### src/logic/soc_bus_pkg.sv
package soc_bus_pkg;

    // bus and RAM geometry
    localparam int XLEN      = 64;
    localparam int WORD_W    = 32;
    localparam int RAM_WORDS = 512;
    localparam int RAM_AW    = $clog2(RAM_WORDS);
    localparam int RAM_LANES = WORD_W / 8;

    // memory map
    localparam logic [XLEN-1:0] RAM_BASE       = 64'h0000_0000_8000_0000;
    localparam logic [XLEN-1:0] RAM_BYTES      = 64'(RAM_WORDS * 4);
    localparam logic [XLEN-1:0] KEY_ADDR       = 64'h0000_0000_1000_0100;
    localparam logic [XLEN-1:0] MTIMECMP_ADDR  = 64'h0000_0000_0200_4000;
    localparam logic [XLEN-1:0] MTIMECMP_RESET = 64'h0000_0000_8000_0000;
    localparam logic [XLEN-1:0] PLIC_BASE      = 64'h0000_0000_0c00_0000;

    // interrupt controller layout, offsets relative to PLIC_BASE
    localparam int PLIC_OFS_W   = 22;
    localparam int PLIC_DW      = 32;
    localparam int PLIC_CTX     = 2;
    localparam int PLIC_SOURCES = 6;
    localparam int PRIO_W       = 3;
    localparam logic [PLIC_OFS_W-1:0] PLIC_PENDING_OFS       = 22'h00_1000;
    localparam logic [PLIC_OFS_W-1:0] PLIC_ENABLE_OFS        = 22'h00_2000;
    localparam logic [PLIC_OFS_W-1:0] PLIC_CTX_ENABLE_STRIDE = 22'h00_0080;
    localparam logic [PLIC_OFS_W-1:0] PLIC_THRESHOLD_OFS     = 22'h20_0000;
    localparam logic [PLIC_OFS_W-1:0] PLIC_CLAIM_OFS         = 22'h20_0004;
    localparam logic [PLIC_OFS_W-1:0] PLIC_CTX_STRIDE        = 22'h00_1000;
    localparam logic [XLEN-1:0]       PLIC_REGION_SIZE       = 64'h0000_0000_0040_0000;

    // load/store encoding as seen on the CPU side
    typedef enum logic [2:0] {
        LS_B  = 3'd0,
        LS_H  = 3'd1,
        LS_W  = 3'd2,
        LS_D  = 3'd3,
        LS_BU = 3'd4,
        LS_HU = 3'd5,
        LS_WU = 3'd6
    } ls_type_e;

    typedef enum logic [2:0] {
        TGT_NONE,
        TGT_RAM,
        TGT_KEY,
        TGT_MTIMECMP,
        TGT_PLIC
    } target_e;

    typedef struct packed {
        logic [XLEN-1:0] address;
        logic [XLEN-1:0] write_data;
        ls_type_e        ls_type;
        logic            read_enable;
        logic            write_enable;
    } bus_req_t;

    typedef struct packed {
        logic [XLEN-1:0] read_data;
        logic            read_done;
        logic            write_done;
    } bus_rsp_t;

    // controller to RAM command
    typedef struct packed {
        logic              stb;
        logic              write;
        logic [RAM_AW-1:0] word_idx;
        logic [1:0]        byte_ofs;
        ls_type_e          ls_type;
        logic [XLEN-1:0]   write_data;
    } ram_req_t;

    typedef struct packed {
        logic [XLEN-1:0] read_data;
        logic            ack;
    } ram_rsp_t;

    typedef struct packed {
        logic                  rd;
        logic                  wr;
        logic [PLIC_OFS_W-1:0] ofs;
        logic [PLIC_DW-1:0]    wdata;
    } plic_req_t;

endpackage

### src/logic/bus_controller.sv
`timescale 1ns/100ps

module bus_controller
    import soc_bus_pkg::*;
(
    input  logic               clock_1hz,
    input  logic               KEY0,
    input  bus_req_t           bus_req,
    output bus_rsp_t           bus_rsp,
    input  logic [7:0]         key_ascii,
    output logic [XLEN-1:0]    mtimecmp,
    output ram_req_t           ram_req,
    input  ram_rsp_t           ram_rsp,
    output plic_req_t          plic_req,
    input  logic [PLIC_DW-1:0] plic_rdata
);

    function automatic target_e decode(input logic [XLEN-1:0] addr);
        target_e tgt;
        tgt = TGT_NONE;
        if (addr >= RAM_BASE && addr < RAM_BASE + RAM_BYTES)
            tgt = TGT_RAM;
        else if (addr == KEY_ADDR)
            tgt = TGT_KEY;
        else if (addr == MTIMECMP_ADDR)
            tgt = TGT_MTIMECMP;
        else if (addr >= PLIC_BASE && addr < PLIC_BASE + PLIC_REGION_SIZE)
            tgt = TGT_PLIC;
        return tgt;
    endfunction

    logic            strobe;
    logic            finish;
    logic            busy_q;
    logic            issue_q;
    logic            write_q;
    target_e         tgt_q;
    logic            read_done_q;
    logic            write_done_q;
    logic            ram_stb_q;
    logic            plic_rd_q;
    logic            plic_wr_q;
    logic [XLEN-1:0] mtimecmp_q;
    logic [XLEN-1:0] read_data_q;
    logic [XLEN-1:0] rd_mux;
    logic [XLEN-1:0] plic_delta;

    assign strobe = bus_req.read_enable | bus_req.write_enable;

    // RAM waits for its ack, everything else finishes right after the issue cycle
    assign finish = busy_q && !issue_q && (tgt_q != TGT_RAM || ram_rsp.ack);

    always_ff @(posedge clock_1hz or negedge KEY0) begin
        if (!KEY0) begin
            busy_q       <= 1'b0;
            issue_q      <= 1'b0;
            write_q      <= 1'b0;
            tgt_q        <= TGT_NONE;
            read_done_q  <= 1'b1;
            write_done_q <= 1'b1;
            ram_stb_q    <= 1'b0;
            plic_rd_q    <= 1'b0;
            plic_wr_q    <= 1'b0;
            mtimecmp_q   <= MTIMECMP_RESET;
        end else begin
            ram_stb_q <= 1'b0;
            plic_rd_q <= 1'b0;
            plic_wr_q <= 1'b0;
            if (strobe) begin
                busy_q  <= 1'b1;
                issue_q <= 1'b1;
                write_q <= bus_req.write_enable;
                tgt_q   <= decode(bus_req.address);
                if (bus_req.read_enable)
                    read_done_q <= 1'b0;
                if (bus_req.write_enable)
                    write_done_q <= 1'b0;
            end else if (issue_q) begin
                issue_q   <= 1'b0;
                ram_stb_q <= (tgt_q == TGT_RAM);
                plic_rd_q <= (tgt_q == TGT_PLIC) && !write_q;
                plic_wr_q <= (tgt_q == TGT_PLIC) && write_q;
            end else if (finish) begin
                busy_q <= 1'b0;
                if (write_q) begin
                    write_done_q <= 1'b1;
                    if (tgt_q == TGT_MTIMECMP)
                        mtimecmp_q <= bus_req.write_data;
                end else begin
                    read_done_q <= 1'b1;
                end
            end
        end
    end

    // read data steering by the latched target
    always_comb begin
        case (tgt_q)
            TGT_RAM:      rd_mux = ram_rsp.read_data;
            TGT_KEY:      rd_mux = {{(XLEN-8){1'b0}}, key_ascii};
            TGT_MTIMECMP: rd_mux = mtimecmp_q;
            TGT_PLIC:     rd_mux = {{(XLEN-PLIC_DW){1'b0}}, plic_rdata};
            default:      rd_mux = '0;
        endcase
    end

    always_ff @(posedge clock_1hz) begin
        if (finish && !write_q)
            read_data_q <= rd_mux;
    end

    // address and data stay stable on the bus until done, so they go straight through
    assign plic_delta = bus_req.address - PLIC_BASE;

    always_comb begin
        ram_req.stb        = ram_stb_q;
        ram_req.write      = write_q;
        ram_req.word_idx   = bus_req.address[RAM_AW+1:2];
        ram_req.byte_ofs   = bus_req.address[1:0];
        ram_req.ls_type    = bus_req.ls_type;
        ram_req.write_data = bus_req.write_data;
        plic_req.rd        = plic_rd_q;
        plic_req.wr        = plic_wr_q;
        plic_req.ofs       = plic_delta[PLIC_OFS_W-1:0];
        plic_req.wdata     = bus_req.write_data[PLIC_DW-1:0];
    end

    assign bus_rsp.read_data  = read_data_q;
    assign bus_rsp.read_done  = read_done_q;
    assign bus_rsp.write_done = write_done_q;
    assign mtimecmp           = mtimecmp_q;

endmodule

### config.mk
export PLATFORM = sky130hd
export DESIGN_NAME = bus_controller
export DESIGN_NICKNAME = d
export VERILOG_FILES = /design/src/logic/soc_bus_pkg.sv /design/src/logic/bus_controller.sv
export SDC_FILE = /design/constraint.sdc
export NUM_CORES = 1
export LEC_CHECK = 0
export ABC_CLOCK_PERIOD_IN_PS = 5110
export BUFFER_PORTS_ARGS = -buffer_cell sky130_fd_sc_hd__clkbuf_2
export CAP_MARGIN = 20
export CORE_AREA = 2 2 198 200
export DETAILED_ROUTE_END_ITERATION = 6
export DIE_AREA = 0 0 200 202
export PLACE_DENSITY = 0.53
export SYNTH_ARGS = -nofsm -noshare
export SYNTH_HDL_FRONTEND = slang
export SYNTH_SLANG_ARGS = --single-unit
### constraint.sdc
create_clock -name clock_1hz -period 5.11 [get_ports clock_1hz]
set_input_delay 1.022 -clock clock_1hz [delete_from_list [all_inputs] [get_ports clock_1hz]]
set_output_delay 1.022 -clock clock_1hz [all_outputs]
set_load 0.02 [all_outputs]
==> run metrics, run 1 <==
setup_tns=0 ns; Tmin final=2.917 ns; total leakage power=4.996 nW; Peak VDD IR=0.1802 mV; post-route ant nets=0; Die W=200 um; pin count of the biggest net entering global routing=59; Syn Nets=836; H-tree depth=4; worst-skew pair later-pin latency=0.44 ns; Worst slew margin=0.5191; Slew @ Worst Pin=0.7213 ns; wire per inst=16.15 um; Crit Path Class=register to register; final wirelength=24030 um; NumNets Final=1197; Avg Cell Area, Syn=12.43 um2; initial DRC count=154; fmax=0.3428 GHz; Required @ worst endpoint=5.42 ns; placer congestion estimate=0.7593; Seq/Total Area, Yosys=0.5133; clock sinks=139; total power=0.002762 W; final worst path period share=0.5709; number of global-route vias before repair=5724; Ports=506; CTS Hold Buffers Added=0; Clk network pwr share=0.458; slowest stage cell on the critical path=or4_4; top-area cell type share of the netlist area=0.2594; fraction of layout instances using a drive strength above 1=0.6381; top post-synthesis cells by area=edfxtp_1 26%, dfrtp_1 24%, buf_4 14%; vias per cell=3.858; max-slew violation count=0; crit end category=register; Finished Layout Cells=1488; Synth async-reset ratio=0.5396; Clock Skews=0.01094 ns; Synth Instances=596; Int Pwr=0.002071 W; Distinct cells, synth=31; Core Region=38290 um2; worst-path fanout max=58; initial antenna violation count=0; commonest cells in the netlist=140 x buf_4, 72 x dfrtp_1, 64 x edfxtp_1; postcts setup bufs=0; Sw Share=0.2502; max_cap viols=0; die area=40400 um2; Initial DRT Pass Iterations=4; routed vias=5741; most common cell in the netlist=buf_4; hpwl dp=18460 um; TritonCTS clock tree=done; root buf cell=clkbuf_16; DP Area=9457 um2; top_reg_cell synth=dfrtp_1; diode count=0; Reg clk slew, reported paths=0.06 ns; clk buf depth=2; #FFs+latches synth=139; Residual DRC=0; GRT Util Overall=0.1155; Hold Violations, Final=0; share of power burned in registers=0.429; critical path cell sequence=nand2b_2 > buf_4 > or4_4 > buf_12 > mux2_4; sw power=0.0006913 W; die height=202 um; post-layout util=0.2631; status=finished clean; Layout area overhead=35.99%; RSZ-0062 raised after global routing=false; placed cell count=1455; CP peak stage delay=0.70 ns; startpoint types=register; CP Data Arrival Time=3.23 ns; Rows=72; pwr dens=274.2 nW/um2; Syn Std Cell Area=7408 um2; Num CTS Buffers=17; count of input and output buffers=499; Ys Warns=0; design area=10070 um2; Yosys top cell by area=edfxtp_1; Resize count post-CTS=0; first-pass GRT wire length=33750 um; Initial Utilization=0.1935; gr ovfl total=0; number of flops mapped to enable cells by yosys=64; endpoints failing setup=0; Worst Hold Class=register to register; Logic pwr share=0.114
## sequential cells by signal, indices dropped and copies added, names as in the netlist
name and cells:
read_data_q 64, mtimecmp 64, read_done_q 1, plic_rd_q 1
issue_q 1, write_q 1, write_done_q 1, tgt_q 3
plic_wr_q 1, busy_q 1, ram_stb_q 1
## power groups by stage
stage / logic [W] / clock network, W / registers, W
floorplan: 0.000183 / 0 / 0.00122
global placement: 0.000318 / 0 / 0.00121
detailed placement: 0.000317 / 0 / 0.00121
CTS: 0.000319 / 0.00132 / 0.00118
global route: 0.000338 / 0.00137 / 0.00118
finish: 0.000314 / 0.00126 / 0.00118
## final timing paths
path / start / to / slack (ns) / cells after the start
max reg2reg: tgt_q[2]$_DFFE_PN0N_ / mtimecmp[60]$_DFFE_PN0P_ / 2.19 / 5
min reg2reg: busy_q$_DFFE_PN0P_ / busy_q$_DFFE_PN0P_ / 0.50 / 2
max in group asynchronous: KEY0 / tgt_q[1]$_DFFE_PN0N_ / 3.47 / 2
min: busy_q$_DFFE_PN0P_ / busy_q$_DFFE_PN0P_ / 0.50 / 2
max: tgt_q[2]$_DFFE_PN0N_ / mtimecmp[60]$_DFFE_PN0P_ / 2.19 / 5
min in group asynchronous: KEY0 / mtimecmp[63]$_DFFE_PN0P_ / 0.55 / 1
## cell type report
class / instances / area (um2)
fillers: 4089 / 28210
flip-flops and latches: 139 / 3806
repair buffers: 506 / 2590
multi-input cells: 290 / 2421
well taps: 518 / 648.1
clock buffers: 22 / 484.2
clock inverters: 10 / 113.9
inverters: 3 / 11.26
## placed cells by master, fill, tap and decap left out, types with 2 or more instances in the layout
master	netlist	routed
clkbuf_2	0	498
dfrtp_1	72	71
edfxtp_1	64	64
mux2_4	60	60
mux2i_1	56	56
nor2_1	39	38
nand2_1	38	38
o21ai_0	36	36
clkbuf_16	0	17
nor4_1	13	13
mux2_2	12	12
a22oi_1	8	8
nor3_1	6	6
nand3_1	5	5
buf_4	140	5
clkinvlp_4	0	4
clkbuf_8	0	4
inv_1	3	3
or4_1	4	3
clkinv_2	0	3
buf_12	0	3
dfstp_2	3	3
nor2b_1	2	2
nor2_4	1	2
nor4bb_1	2	2
bufinv_16	0	2
## per-stage QoR
step / hold WS [ns] / setup WS [ns]
2_1_floorplan: 0.4649 / 0.7713
5_1_grt: 0.5466 / 2.007
3_5_place_dp: 0.4879 / 1.943
3_3_place_gp: 0.4823 / 1.983
6_report: 0.4994 / 2.193
4_1_cts: 0.5025 / 2.133
## layer usage
metal  vias up  part of all wire  GRT usage
met1      2734              0.41     0.1305
li1       2698                 -          -
met3        20             0.076    0.04238
met4         0             0.019    0.04497
met2       289              0.50     0.1967
met5         -                 0          0
## critical path, delay by kind of cell, from the launching register on
family                 cells  cell delay [ns]
buffers and inverters      2             0.94
DFF                        1             0.55
and+or+nand+nor            2             0.93
muxes                      1             0.33
## cell families after synthesis
group,synth area share
AO/OA/AOI/OAI,0.03631
flip-flops,0.5133
AND/OR/NAND/NOR,0.07279
buffers and inverters,0.1621
multiplexers,0.2155
(Power assumes the default switching activity.)
==> run 2, diff against run 1 <==
ABC_CLOCK_PERIOD_IN_PS = 2670   (was 5110)
CORE_AREA = 2 2 197 199   (was 2 2 198 200)
DIE_AREA = 0 0 199 201   (was 0 0 200 202)
PLACE_DENSITY = 0.54   (was 0.53)
clock period = 2.67 ns   (was 5.11 ns; I/O delays follow)
==> run 2 against run 1 <==
- sequential share of layout area down 0.27 points
- die area is 0.99% lower
- worst hold slack got worse by 0.40 ns
- final area rose by 0.72%
- critical path depth unchanged
- critical endpoint is now mtimecmp[20]$_DFFE_PN0P_
- maximum frequency up 37%
- clock power rose by 100%
==> run metrics, run 2 (synthesized netlist as in run 1, its figures left out) <==
status=finished clean (unchanged); CP peak stage delay=0.49 ns (was 0.70 ns); clk buf depth=2 (unchanged); Worst Hold Class=primary input to async pin (was register to register); most common cell after layout, fill and taps aside=clkbuf_2 (unchanged); H-tree depth=4 (unchanged); hold slack=0.09816 ns (was 0.4994 ns); family with the most delay on the worst path=buffers and inverters (unchanged); slowest stage cell on the critical path=buf_4 (was or4_4); count of input and output buffers=499 (unchanged); Layout area overhead=36.97% (was 35.99%); max_cap viols=0 (unchanged); postcts setup bufs=0 (unchanged); Peak VDD IR=0.3703 mV (was 0.1802 mV); commonest non-fill, non-tap cells in the layout=498 x clkbuf_2, 71 x dfrtp_1, 64 x edfxtp_1 (unchanged); die area=40000 um2 (was 40400 um2); Residual DRC=0 (unchanged); GRT Util Overall=0.1191 (was 0.1155); Worst slew margin=0.5406 (was 0.5191); total leakage power=5.052 nW (was 4.996 nW); Clock Skews=0.006935 ns (was 0.01094 ns); placer congestion estimate=0.8120 (was 0.7593); crit end category=register (unchanged); number of global-route vias before repair=5849 (was 5724); post-route ant nets=0 (unchanged); Hold Violations, Final=0 (unchanged); diode count=0 (unchanged); TritonCTS clock tree=done (unchanged); # fillers=4105 (was 4089); Rows=72 (unchanged); Resize count post-CTS=0 (unchanged); startpoint types=register (unchanged); critical path cell sequence=nand2b_2 > o311ai_2 > or4_4 > buf_4 > mux2_2 (was nand2b_2 > buf_4 > or4_4 > buf_12 > mux2_4); Initial Utilization=0.1944 (was 0.1935); Num CTS Buffers=17 (unchanged); Slew @ Worst Pin=0.6890 ns (was 0.7213 ns); endpoints failing setup=0 (unchanged); first-pass GRT wire length=35000 um (was 33750 um); root buf cell=clkbuf_16 (unchanged); fraction of layout instances using a drive strength above 1=0.6411 (was 0.6381); initial antenna violation count=0 (unchanged); gr ovfl total=0 (unchanged); worst-path fanout max=32 (was 58); routed vias=5767 (was 5741); Crit Path Class=register to register (unchanged); setup_tns=0 ns (unchanged); Tmin final=2.126 ns (was 2.917 ns); max-slew violation count=0 (unchanged); die height=201 um (was 202 um); Core Region=38110 um2 (was 38290 um2); clock sinks=139 (unchanged); Required @ worst endpoint=2.98 ns (was 5.42 ns); initial DRC count=229 (was 154); pwr dens=535.6 nW/um2 (was 274.2 nW/um2); crit path buf inv count=1 (was 2); vias per cell=3.855 (was 3.858); total power=0.005435 W (was 0.002762 W); NumNets Final=1205 (was 1197); Die W=199 um (was 200 um); CP Data Arrival Time=2.44 ns (was 3.23 ns); Reg clk slew, reported paths=0.06 ns (about the same); RSZ-0062 raised after global routing=false (unchanged); worst-skew pair later-pin latency=0.43 ns (was 0.44 ns); Finished Layout Cells=1496 (was 1488); pin count of the biggest net entering global routing=40 (was 59); hpwl dp=18830 um (was 18460 um); placed cell count=1464 (was 1455); final wirelength=24190 um (was 24030 um); final worst path period share=0.7962 (was 0.5709); fmax=0.4704 GHz (was 0.3428 GHz); Initial DRT Pass Iterations=4 (unchanged); CTS Hold Buffers Added=0 (unchanged); wire per inst=16.17 um (was 16.15 um); Ports=506 (unchanged)
[run 2: changes by cell type in the layout (fill, tap and decap cells not counted), sizes merged]
cell      before  now
buf            8   16
clkinv         3    6
bufinv         2    4
clkinvlp       4    1
inv            4    6
clkbuf       520  516
[run 2: area by class of cell]
type,instances,area (um2),area share
clock inverter,14,193.9,0.01911
clock buffer,18,429.2,0.04229
timing repair buffer,514,2638,0.2599
multi-input combinational,290,2421,0.2386
tap,518,648.1,0.06387
sequential,139,3806,0.3751
inverter,3,11.26,0.001110
[run 2: final timing paths]
path,startpoint,end,slack (ns),depth (start not counted)
max,tgt_q[2]$_DFFE_PN0N_,mtimecmp[20]$_DFFE_PN0P_,0.54,5
min,KEY0,mtimecmp[63]$_DFFE_PN0P_,0.1,1
max reg2reg,tgt_q[2]$_DFFE_PN0N_,mtimecmp[20]$_DFFE_PN0P_,0.54,5
min reg2reg,busy_q$_DFFE_PN0P_,busy_q$_DFFE_PN0P_,0.50,2
max in group asynchronous,KEY0,mtimecmp[31]$_DFFE_PN1P_,1.86,2
min in group clock_1hz,bus_req[0],write_done_q$_DFFE_PN1P_,0.30,2
[run 2: routing by layer]
metal	up-vias	track usage	wire length [um]
met5	-	0	0
met4	0	0.04318	432
met3	18	0.03696	1848
met2	292	0.2078	12090
met1	2746	0.1358	9815
li1	2711	-	-
[run 2: power by group]
part	internal [W]	switching [W]
registers	0.00226	0.00000901
clock network	0.00157	0.000995
logic	0.000237	0.000366
[run 2: per-stage QoR]
stage / instance area (um2) / worst slack [ns] / util
6_report: 10150 / 0.5442 / 0.2663
4_1_cts: 10150 / 0.5384 / 0.2663
5_1_grt: 10150 / 0.4324 / 0.2663
3_3_place_gp: 9524 / 0.5106 / 0.2499
3_5_place_dp: 9524 / 0.4739 / 0.2499
2_1_floorplan: 7416 / 0.5929 / -
[run 2: worst register-to-register path: stages, from the launching register on]
cell and delay (ns):
dfrtp_1 0.38, nand2b_2 0.22, o311ai_2 0.26, or4_4 0.19, buf_4 0.49, mux2_2 0.47
